$ cat config.mk
export PLATFORM = sky130hd
export DESIGN_NAME = pitaya_core_top
export DESIGN_NICKNAME = d
export VERILOG_FILES = /design/src/rtl/pitaya_pkg.sv /design/src/rtl/dac_router.sv /design/src/rtl/lin_calib.sv /design/src/rtl/pitaya_core_top.sv /design/src/rtl/sys_regs.sv /design/src/rtl/wave_gen.sv
export SDC_FILE = /design/constraint.sdc
export NUM_CORES = 2
export LEC_CHECK = 0
export ABC_AREA = 1
export ABC_CLOCK_PERIOD_IN_PS = 20200
export CORE_ASPECT_RATIO = 1.25
export CORE_MARGIN = 10
export CORE_UTILIZATION = 70
export DETAILED_ROUTE_END_ITERATION = 7
export DONT_BUFFER_PORTS = 1
export PLACE_DENSITY = 0.91
export REMOVE_ABC_BUFFERS = 1
export SKIP_LAST_GASP = 1
export SLEW_MARGIN = 20
export SYNTH_ARGS = -nofsm -noshare
export SYNTH_HDL_FRONTEND = slang
export SYNTH_SLANG_ARGS = --single-unit
export TNS_END_PERCENT = 100
$ cat constraint.sdc
create_clock -name adc_clk -period 20.2 [get_ports adc_clk]
set_clock_uncertainty 0.1 [all_clocks]
set_input_delay 3.03 -clock adc_clk [delete_from_list [all_inputs] [get_ports adc_clk]]
set_output_delay 3.03 -clock adc_clk [all_outputs]
set_load 0.02 [all_outputs]
$ cat src/rtl/pitaya_pkg.sv
/*
 * Shared definitions for the scope and generator core.
 * Sample and calibration types, generator and routing configuration,
 * the register bus request and the register map.
 */

package pitaya_pkg;

  //////////////////////////////
  // Samples and calibration
  //////////////////////////////

  typedef logic signed [13:0] sample_t;   // ADC or DAC word
  typedef logic signed [15:0] cal_mul_t;  // Gain, 2.13 fixed point
  typedef logic signed [13:0] cal_sum_t;  // Offset in LSBs

  localparam cal_mul_t    CAL_UNITY = 16'sd8192;
  localparam int unsigned CAL_SHIFT = 13;

  // Saturation limits of a 14-bit sample
  localparam sample_t SMP_MAX = 14'sh1fff;  // 8191
  localparam sample_t SMP_MIN = 14'sh2000;  // -8192

  typedef struct packed {
    cal_mul_t mul;  // Bits 29:14
    cal_sum_t sum;  // Bits 13:0
  } calib_cfg_t;

  localparam calib_cfg_t CALIB_RST = '{mul: CAL_UNITY, sum: '0};

  //////////////////////////////
  // Generator and routing
  //////////////////////////////

  typedef enum logic [1:0] {
    WAVE_SAW    = 2'd0,
    WAVE_SQUARE = 2'd1,
    WAVE_DC     = 2'd2
  } wave_e;

  typedef struct packed {
    logic        en;
    wave_e       wave;
    logic [15:0] step;  // Phase increment, or DC value in low 14 bits
  } gen_cfg_t;

  localparam gen_cfg_t GEN_RST = '{en: 1'b0, wave: WAVE_SAW, step: '0};

  typedef enum logic [1:0] {
    SRC_OFF  = 2'd0,
    SRC_GEN  = 2'd1,
    SRC_LOOP = 2'd2
  } src_e;

  typedef struct packed {
    src_e src1;  // Bits 3:2
    src_e src0;  // Bits 1:0
  } mux_cfg_t;

  localparam mux_cfg_t MUX_RST = '{src1: SRC_OFF, src0: SRC_OFF};

  //////////////////////////////
  // Register bus
  //////////////////////////////

  typedef enum logic [3:0] {
    REG_MUX      = 4'd0,
    REG_ADC_CAL0 = 4'd1,
    REG_ADC_CAL1 = 4'd2,
    REG_DAC_CAL0 = 4'd3,
    REG_DAC_CAL1 = 4'd4,
    REG_GEN0     = 4'd5,
    REG_GEN1     = 4'd6,
    REG_CAPTURE  = 4'd7,
    REG_ID       = 4'd8
  } reg_addr_e;

  typedef struct packed {
    logic        wr;
    logic        rd;
    reg_addr_e   addr;
    logic [31:0] wdata;
  } bus_req_t;

  localparam logic [31:0] CORE_ID = 32'h5054_0201;  // Core tag and revision

endpackage : pitaya_pkg

$ cat src/rtl/dac_router.sv
/*
 * DAC source selection and channel interleaver.
 * Picks silence, generator or ADC loopback per channel, then
 * alternates the corrected channels onto the combined DAC bus.
 */

module dac_router import pitaya_pkg::*; (
  input  logic              adc_clk,
  input  logic              top_rst,
  input  mux_cfg_t          mux_cfg_i,
  input  sample_t     [1:0] adc_dat_i,      // Corrected ADC pair
  input  sample_t     [1:0] gen_dat_i,      // Generator pair
  output sample_t     [1:0] dac_src_dat_o,  // To DAC calibration
  input  sample_t     [1:0] dac_cal_dat_i,  // Back from DAC calibration
  output logic       [13:0] dac_dat_o,      // Combined DAC bus
  output logic              dac_sel_o,      // 0 ch0, 1 ch1
  output logic              dac_wrt_o
);

  sample_t [1:0] src_q;
  logic   [13:0] dat_q;
  logic          sel_q;
  logic          wrt_q;

  function automatic sample_t pick(src_e src, sample_t gen, sample_t adc);
    case (src)
      SRC_GEN:  return gen;
      SRC_LOOP: return adc;
      default:  return '0;  // SRC_OFF and unused code
    endcase
  endfunction

  //////////////////////////////
  // Source select
  //////////////////////////////

  always_ff @(posedge adc_clk, posedge top_rst) begin
    if (top_rst) begin
      src_q <= '0;
    end else begin
      src_q[0] <= pick(mux_cfg_i.src0, gen_dat_i[0], adc_dat_i[0]);
      src_q[1] <= pick(mux_cfg_i.src1, gen_dat_i[1], adc_dat_i[1]);
    end
  end

  assign dac_src_dat_o = src_q;

  //////////////////////////////
  // Interleaver
  //////////////////////////////

  always_ff @(posedge adc_clk, posedge top_rst) begin
    if (top_rst) begin
      wrt_q <= 1'b0;
      sel_q <= 1'b0;
      dat_q <= '0;
    end else begin
      wrt_q <= 1'b1;     // DAC takes a word every cycle
      sel_q <= ~sel_q;
      // Data follows the new select value
      dat_q <= sel_q ? dac_cal_dat_i[0] : dac_cal_dat_i[1];
    end
  end

  assign dac_dat_o = dat_q;
  assign dac_sel_o = sel_q;
  assign dac_wrt_o = wrt_q;

  // Channels must alternate while writing
  a_sel_toggle: assert property (
    @(posedge adc_clk) disable iff (top_rst) dac_wrt_o |=> (dac_sel_o != $past(dac_sel_o))
  ) else $error("DAC select did not toggle");

endmodule : dac_router

$ cat src/rtl/lin_calib.sv
/*
 * Linear gain and offset correction of one sample stream.
 * Stage one registers the signed product, stage two shifts,
 * adds the offset and saturates to 14 bits.
 */

module lin_calib import pitaya_pkg::*; (
  input  logic       adc_clk,
  input  logic       top_rst,
  input  sample_t    dat_i,   // Raw sample
  input  calib_cfg_t cfg_i,   // Gain and offset
  output sample_t    dat_o    // Corrected sample
);

  logic signed [29:0] prod_q;  // 14 x 16 bit product
  logic signed [29:0] shr_w;
  logic signed [17:0] acc_w;   // Headroom for offset add
  sample_t            sat_w;
  sample_t            dat_q;

  //////////////////////////////
  // Stage 1, multiply
  //////////////////////////////

  always_ff @(posedge adc_clk, posedge top_rst) begin
    if (top_rst) prod_q <= '0;
    else         prod_q <= dat_i * cfg_i.mul;  // Signed multiply
  end

  //////////////////////////////
  // Stage 2, shift, offset, clip
  //////////////////////////////

  assign shr_w = prod_q >>> CAL_SHIFT;  // Unity gain back to 1.0
  // Shifted product fits in 17 bits
  assign acc_w = $signed(shr_w[17:0]) + 18'(cfg_i.sum);

  always_comb begin
    if (acc_w > SMP_MAX) begin
      sat_w = SMP_MAX;          // Clip high
    end else if (acc_w < SMP_MIN) begin
      sat_w = SMP_MIN;          // Clip low
    end else begin
      sat_w = acc_w[13:0];
    end
  end

  always_ff @(posedge adc_clk, posedge top_rst) begin
    if (top_rst) dat_q <= '0;
    else         dat_q <= sat_w;
  end

  assign dat_o = dat_q;

  // Known input and config must give a known result
  a_dat_known: assert property (
    @(posedge adc_clk) disable iff (top_rst) !$isunknown(dat_o)
  ) else $error("Calibrated sample is unknown");

endmodule : lin_calib

$ cat src/rtl/pitaya_core_top.sv
/*
 * Acquisition and generation core, two channels each way.
 * Register bank, ADC and DAC calibration, generators and router.
 */

module pitaya_core_top import pitaya_pkg::*; #(
  parameter logic [31:0] ID_VALUE = CORE_ID
) (
  input  logic             adc_clk,
  input  logic             top_rst,
  input  sample_t    [1:0] adc_dat_i,    // Raw ADC pair
  input  bus_req_t         bus_i,
  output logic      [31:0] bus_rdata_o,
  output logic             bus_rvalid_o,
  output logic      [13:0] dac_dat_o,
  output logic             dac_sel_o,
  output logic             dac_wrt_o
);

  calib_cfg_t [1:0] adc_cal;
  calib_cfg_t [1:0] dac_cal;
  gen_cfg_t   [1:0] gen_cfg;
  mux_cfg_t         mux_cfg;
  sample_t    [1:0] adc_cal_dat;  // Corrected ADC pair
  sample_t    [1:0] gen_dat;
  sample_t    [1:0] dac_src_dat;  // Selected DAC source
  sample_t    [1:0] dac_cal_dat;  // Corrected DAC pair

  //////////////////////////////
  // Control
  //////////////////////////////

  sys_regs #(.ID_VALUE (ID_VALUE)) i_regs (
    .adc_clk       (adc_clk     ),
    .top_rst       (top_rst     ),
    .bus_i         (bus_i       ),
    .bus_rdata_o   (bus_rdata_o ),
    .bus_rvalid_o  (bus_rvalid_o),
    .adc_cal_dat_i (adc_cal_dat ),
    .adc_cal_o     (adc_cal     ),
    .dac_cal_o     (dac_cal     ),
    .gen_cfg_o     (gen_cfg     ),
    .mux_cfg_o     (mux_cfg     )
  );

  //////////////////////////////
  // ADC calibration
  //////////////////////////////

  lin_calib i_adc_cal0 (.adc_clk (adc_clk), .top_rst (top_rst), .dat_i (adc_dat_i[0]),
                        .cfg_i (adc_cal[0]), .dat_o (adc_cal_dat[0]));
  lin_calib i_adc_cal1 (.adc_clk (adc_clk), .top_rst (top_rst), .dat_i (adc_dat_i[1]),
                        .cfg_i (adc_cal[1]), .dat_o (adc_cal_dat[1]));

  // Generators
  wave_gen i_gen0 (.adc_clk (adc_clk), .top_rst (top_rst), .cfg_i (gen_cfg[0]),
                   .dat_o (gen_dat[0]));
  wave_gen i_gen1 (.adc_clk (adc_clk), .top_rst (top_rst), .cfg_i (gen_cfg[1]),
                   .dat_o (gen_dat[1]));

  //////////////////////////////
  // DAC path
  //////////////////////////////

  lin_calib i_dac_cal0 (.adc_clk (adc_clk), .top_rst (top_rst), .dat_i (dac_src_dat[0]),
                        .cfg_i (dac_cal[0]), .dat_o (dac_cal_dat[0]));
  lin_calib i_dac_cal1 (.adc_clk (adc_clk), .top_rst (top_rst), .dat_i (dac_src_dat[1]),
                        .cfg_i (dac_cal[1]), .dat_o (dac_cal_dat[1]));

  dac_router i_router (
    .adc_clk       (adc_clk    ),
    .top_rst       (top_rst    ),
    .mux_cfg_i     (mux_cfg    ),
    .adc_dat_i     (adc_cal_dat),  // Loopback source
    .gen_dat_i     (gen_dat    ),
    .dac_src_dat_o (dac_src_dat),
    .dac_cal_dat_i (dac_cal_dat),
    .dac_dat_o     (dac_dat_o  ),
    .dac_sel_o     (dac_sel_o  ),
    .dac_wrt_o     (dac_wrt_o  )
  );

endmodule : pitaya_core_top

$ cat src/rtl/sys_regs.sv
/*
 * Register bank of the core.
 * Decodes write and read strobes, holds every datapath setting
 * and keeps the latest corrected ADC pair for readback.
 */

module sys_regs import pitaya_pkg::*; #(
  parameter logic [31:0] ID_VALUE = CORE_ID
) (
  input  logic                 adc_clk,
  input  logic                 top_rst,
  // Bus
  input  bus_req_t             bus_i,
  output logic      [31:0]     bus_rdata_o,
  output logic                 bus_rvalid_o,
  // Capture source
  input  sample_t    [1:0]     adc_cal_dat_i,  // Corrected ADC pair
  // Configuration
  output calib_cfg_t [1:0]     adc_cal_o,
  output calib_cfg_t [1:0]     dac_cal_o,
  output gen_cfg_t   [1:0]     gen_cfg_o,
  output mux_cfg_t             mux_cfg_o
);

  calib_cfg_t [1:0] adc_cal_q;
  calib_cfg_t [1:0] dac_cal_q;
  gen_cfg_t   [1:0] gen_cfg_q;
  mux_cfg_t         mux_cfg_q;
  logic      [31:0] capture_q;  // Sign-extended halves
  logic      [31:0] rdata_w;
  logic      [31:0] rdata_q;
  logic             rvalid_q;

  // Register layouts
  function automatic calib_cfg_t cal_unpack(logic [31:0] w);
    return '{mul: cal_mul_t'(w[31:16]), sum: cal_sum_t'(w[13:0])};
  endfunction

  function automatic logic [31:0] cal_pack(calib_cfg_t c);
    return {c.mul, 2'b00, c.sum};
  endfunction

  function automatic gen_cfg_t gen_unpack(logic [31:0] w);
    return '{en: w[31], wave: wave_e'(w[25:24]), step: w[15:0]};
  endfunction

  function automatic logic [31:0] gen_pack(gen_cfg_t g);
    return {g.en, 5'b0, g.wave, 8'b0, g.step};
  endfunction

  //////////////////////////////
  // Write decode
  //////////////////////////////

  always_ff @(posedge adc_clk, posedge top_rst) begin
    if (top_rst) begin
      adc_cal_q <= {2{CALIB_RST}};
      dac_cal_q <= {2{CALIB_RST}};
      gen_cfg_q <= {2{GEN_RST}};   // Generators off
      mux_cfg_q <= MUX_RST;        // DAC silent
    end else if (bus_i.wr) begin
      case (bus_i.addr)
        REG_MUX:      mux_cfg_q    <= mux_cfg_t'(bus_i.wdata[3:0]);
        REG_ADC_CAL0: adc_cal_q[0] <= cal_unpack(bus_i.wdata);
        REG_ADC_CAL1: adc_cal_q[1] <= cal_unpack(bus_i.wdata);
        REG_DAC_CAL0: dac_cal_q[0] <= cal_unpack(bus_i.wdata);
        REG_DAC_CAL1: dac_cal_q[1] <= cal_unpack(bus_i.wdata);
        REG_GEN0:     gen_cfg_q[0] <= gen_unpack(bus_i.wdata);
        REG_GEN1:     gen_cfg_q[1] <= gen_unpack(bus_i.wdata);
        default: ;                 // Read-only or unmapped
      endcase
    end
  end

  // Capture runs every cycle, no enable
  always_ff @(posedge adc_clk) begin
    capture_q <= {{2{adc_cal_dat_i[1][13]}}, adc_cal_dat_i[1],
                  {2{adc_cal_dat_i[0][13]}}, adc_cal_dat_i[0]};
  end

  //////////////////////////////
  // Read path
  //////////////////////////////

  always_comb begin
    case (bus_i.addr)
      REG_MUX:      rdata_w = {28'b0, mux_cfg_q};
      REG_ADC_CAL0: rdata_w = cal_pack(adc_cal_q[0]);
      REG_ADC_CAL1: rdata_w = cal_pack(adc_cal_q[1]);
      REG_DAC_CAL0: rdata_w = cal_pack(dac_cal_q[0]);
      REG_DAC_CAL1: rdata_w = cal_pack(dac_cal_q[1]);
      REG_GEN0:     rdata_w = gen_pack(gen_cfg_q[0]);
      REG_GEN1:     rdata_w = gen_pack(gen_cfg_q[1]);
      REG_CAPTURE:  rdata_w = capture_q;
      REG_ID:       rdata_w = ID_VALUE;
      default:      rdata_w = '0;  // Unknown address
    endcase
  end

  always_ff @(posedge adc_clk, posedge top_rst) begin
    if (top_rst) rvalid_q <= 1'b0;
    else         rvalid_q <= bus_i.rd;  // One-cycle pulse per strobe
  end

  always_ff @(posedge adc_clk) begin
    if (bus_i.rd) rdata_q <= rdata_w;
  end

  assign bus_rdata_o  = rdata_q;
  assign bus_rvalid_o = rvalid_q;
  assign adc_cal_o    = adc_cal_q;
  assign dac_cal_o    = dac_cal_q;
  assign gen_cfg_o    = gen_cfg_q;
  assign mux_cfg_o    = mux_cfg_q;

  // Bus master never issues both strobes together
  a_wr_rd_excl: assert property (
    @(posedge adc_clk) disable iff (top_rst) !(bus_i.wr && bus_i.rd)
  ) else $error("Write and read strobes overlap");

endmodule : sys_regs

$ cat src/rtl/wave_gen.sv
/*
 * Waveform generator for one DAC channel.
 * A 16-bit phase accumulator drives a sawtooth or square output,
 * or the step value is held as a constant level.
 */

module wave_gen import pitaya_pkg::*; (
  input  logic     adc_clk,
  input  logic     top_rst,
  input  gen_cfg_t cfg_i,   // Enable, shape, step
  output sample_t  dat_o
);

  logic [15:0] phase_q;
  sample_t     wave_w;
  sample_t     dat_q;

  //////////////////////////////
  // Phase accumulator
  //////////////////////////////

  always_ff @(posedge adc_clk, posedge top_rst) begin
    if (top_rst) begin
      phase_q <= '0;
    end else if (cfg_i.en) begin
      phase_q <= phase_q + cfg_i.step;  // Wraps modulo 2^16
    end else begin
      phase_q <= '0;                    // Restart from zero
    end
  end

  //////////////////////////////
  // Shape select
  //////////////////////////////

  always_comb begin
    case (cfg_i.wave)
      WAVE_SAW:    wave_w = sample_t'(phase_q[15:2]);  // Top 14 phase bits
      WAVE_SQUARE: wave_w = phase_q[15] ? SMP_MIN : SMP_MAX;
      WAVE_DC:     wave_w = sample_t'(cfg_i.step[13:0]);
      default:     wave_w = '0;
    endcase
  end

  // Output one cycle behind phase
  always_ff @(posedge adc_clk, posedge top_rst) begin
    if (top_rst) begin
      dat_q <= '0;
    end else if (cfg_i.en) begin
      dat_q <= wave_w;
    end else begin
      dat_q <= '0;  // Disabled, mid-scale
    end
  end

  assign dat_o = dat_q;

endmodule : wave_gen
==> metrics <==
status=finished, violations left; failing checks=design-rule violations; register bit total from synthesis=451; CP bufs+invs=2; Worst path slowest cell=fa_1; GRT overflow=0; synthesized instance count=7241; clock root cell=clkbuf_16; Register-to-Register Setup Slack=~14 ns; final net count=8346; Initial Util=0.7092; XOR/XNOR share of the synthesized area=0.02150; Final HPWL DP=between 100000 and 150000 um; largest family of logic cells by synthesized area=adder cells; Synth Area in Simple Gates=0.1787; commonest non-fill, non-tap cell in the layout=nand2_1; DRT iter0 DRCs=roughly 4600; Tcrit/Tclk final=0.4013; Area growth syn-to-layout=3.473%; Worst-path clk slew=about 0.07 ns; Clock Tree Buf Depth=3; fmax=123.4 MHz; vias in the first global route=50720; row count=116; hold path depth=0; total number of vias=between 40000 and 50000; Core Footprint=0.08041 mm2; proportion of synthesized area in mux cells=0; CTS H-tree depth=2; DR vias/cell=5.856; port buffer count=0; max-slew violations=0; hold path start=i_adc_cal0.dat_o[9]; fillers=5776; worst-skew pair later-pin latency=around 0.64 ns; Avg WL per Cell=20.88 um; RSZ-0062 raised after global routing=no; share of cells above drive strength 1=0.02563; Reg area=0.01131 mm2; DR WL met2=~81000 um; CP Max Fanout=16; Worst Tran Pin Value=between 1 and 1.5 ns; top layer in use=met5; DR pass1 iterations=8; Detail Route Antenna Nets=0; Setup TNS Final=0 ns; fin crit period=8.105 ns; WP depth=17; worst r2r path cells=19; Compound-Gate Fraction of Synth Area=0.06916; crit-path cells=inv_1 -> or2_2 -> fa_1 -> fa_1 -> fa_1 -> fa_1 -> fa_1 -> fa_1 -> inv_1 -> ha_1 -> a21oi_1 -> a21boi_0 -> o21ai_0 -> a31oi_1 -> nand2_1 -> nand2_1 -> nand2_1; max-cap violations=0; first-pass GRT wire length=around 270000 um; Final Hold Vio Count=0; largest net degree at the start of global routing=97; TritonCTS clock tree=yes; IO Pins=117; Synth Area in Adders=0.3903; sequential share of the synthesized area=0.1983; delay-heaviest family, CP=adder cells; CP peak stage delay=about 0.53 ns; critical path's most frequent cell=fa_1; Clock Sink Count=451; reg-to-reg endpoint=i_dac_cal1.prod_q[27]; hold-fix buffers at CTS=0; final wirelength=169800 um; synth warn=0; Gates resized, CTS repair=0; Worst Path Arrival=8.50 ns; multi-input combinational cell area=0.03765 mm2; CP startpoint kind=input pin; DRC Markers=21; cell area after synthesis=0.05703 mm2; WS Path Type=in -> reg; average size of a mapped cell=just under 8 um2; final number of setup-violating endpoints=0; Worst slew margin=0.1659; required time of the critical path=20.59 ns; Met3 Routed Length=18570 um; library cells used by synthesis=50; hold crit path type=reg -> reg; die width=275.3 um; Setup crit end=i_adc_cal1.prod_q[27]; commonest non-fill, non-tap cells in the layout=nand2_1, inv_1, fa_1; FF-to-FF Start=i_regs.dac_cal_o[59]; Worst setup startpoint=adc_dat_i[27]; initial antenna violation count=8; postcts setup bufs=0; RePlAce Congestion=1.030; die height=339.1 um; Routed met1 length=54860 um; Num CTS Buffers=46; Crit. End Element=flop; Die ar.=0.09336 mm2; GRT Total Usage=0.3685
routing by layer:
metal | global-route usage | vias to the layer above
li1 | - | 20850
met2 | 0.6021 | 2939
met3 | 0.08911 | 1002
met1 | 0.4130 | 22800
met4 | 0.2763 | 12
met5 | 0 | -
metrics by stage:
stage	utilization	instances	cell area, um2	hold WS [ns]	setup WS, ns
floorplan	-	6959	55890	0.2475	6.207
global placement	0.7137	8040	57390	0.2759	11.57
detailed placement	0.7137	8040	57390	0.2781	11.50
CTS	0.7336	8125	58980	0.2877	12.12
global route	0.7337	8125	59000	0.2974	11.73
finish	0.7339	8129	59010	0.2845	12.09
cell usage after synthesis (all sizes together):
| cell type | instances | area, um2 |
|---|---|---|
| nand2 | 2060 | 7815 |
| inv | 1852 | 6952 |
| fa | 878 | 17580 |
| dfrtp | 387 | 9684 |
| ha | 374 | 4679 |
| o21ai | 277 | 1398 |
| nor2 | 259 | 987.2 |
| clkbuf | 256 | 963.4 |
| a21oi | 253 | 1277 |
| nand3 | 154 | 800.8 |
| xnor2 | 70 | 613.1 |
| xor2 | 70 | 613.1 |
| nor3 | 39 | 220.2 |
| a221oi | 35 | 306.5 |
| edfxtp | 32 | 960.9 |
| dfxtp | 28 | 560.5 |
| buf | 26 | 173.9 |
| nand4 | 26 | 181.4 |
| o211ai | 26 | 195.2 |
| a21o | 23 | 172.7 |
| a31oi | 23 | 143.9 |
| a22o | 13 | 113.9 |
| o21bai | 13 | 101.4 |
| or2 | 13 | 81.33 |
| nor4 | 9 | 56.30 |
| o2111ai | 8 | 70.07 |
| o21a | 8 | 60.06 |
| and3 | 7 | 43.79 |
| o22ai | 6 | 37.54 |
| a21boi | 5 | 37.54 |
| dfstp | 4 | 105.1 |
| a211oi | 3 | 22.52 |
| clkinv | 1 | 3.750 |
| conb | 1 | 3.750 |
| nand3b | 1 | 7.510 |
| o31ai | 1 | 7.510 |
sequential cells by signal (all words and copies together) (netlist names), 16 cells and up:
name / count
i_adc_cal0.prod_q: 17
i_dac_cal1.prod_q: 17
i_regs.dac_cal_o: 60
i_regs.capture_q: 28
i_regs.adc_cal_o: 60
i_router.dac_src_dat_o: 28
i_gen0.phase_q: 16
i_regs.bus_rdata_o: 32
i_adc_cal1.prod_q: 17
i_gen1.phase_q: 16
i_dac_cal0.prod_q: 17
i_regs.gen_cfg_o: 38
cell families (layout without fill, tap and decap cells):
kind of cell / Yosys count / in the layout
compound gates: 694 / 694
xor+xnor: 140 / 140
fa+ha+maj: 1252 / 1252
buf+inv: 2135 / 1957
flops: 451 / 451
other cells: 1 / 5
simple gates: 2568 / 2568
final cells by class:
class | count | share of cell area
multi-input cells | 4655 | 0.6381
flip-flops and latches | 451 | 0.1917
inverters | 1853 | 0.1180
well taps | 1062 | 0.02252
clock buffers | 63 | 0.02195
clock inverters | 22 | 0.005131
repair buffers | 19 | 0.002417
diodes | 4 | 0.0001696
worst min-delay path by stage:
stage | end | slack, ns
after floorplan | i_regs.capture_q[0] | 0.25
after global placement | i_regs.capture_q[7] | 0.28
after detailed placement | i_regs.capture_q[9] | 0.28
after CTS | i_regs.capture_q[9] | 0.29
after global routing | i_regs.capture_q[7] | 0.30
final | i_regs.capture_q[9] | 0.28
Power is not shown: default switching activity piles up to over one toggle a cycle in this logic, so the estimate is an artifact.
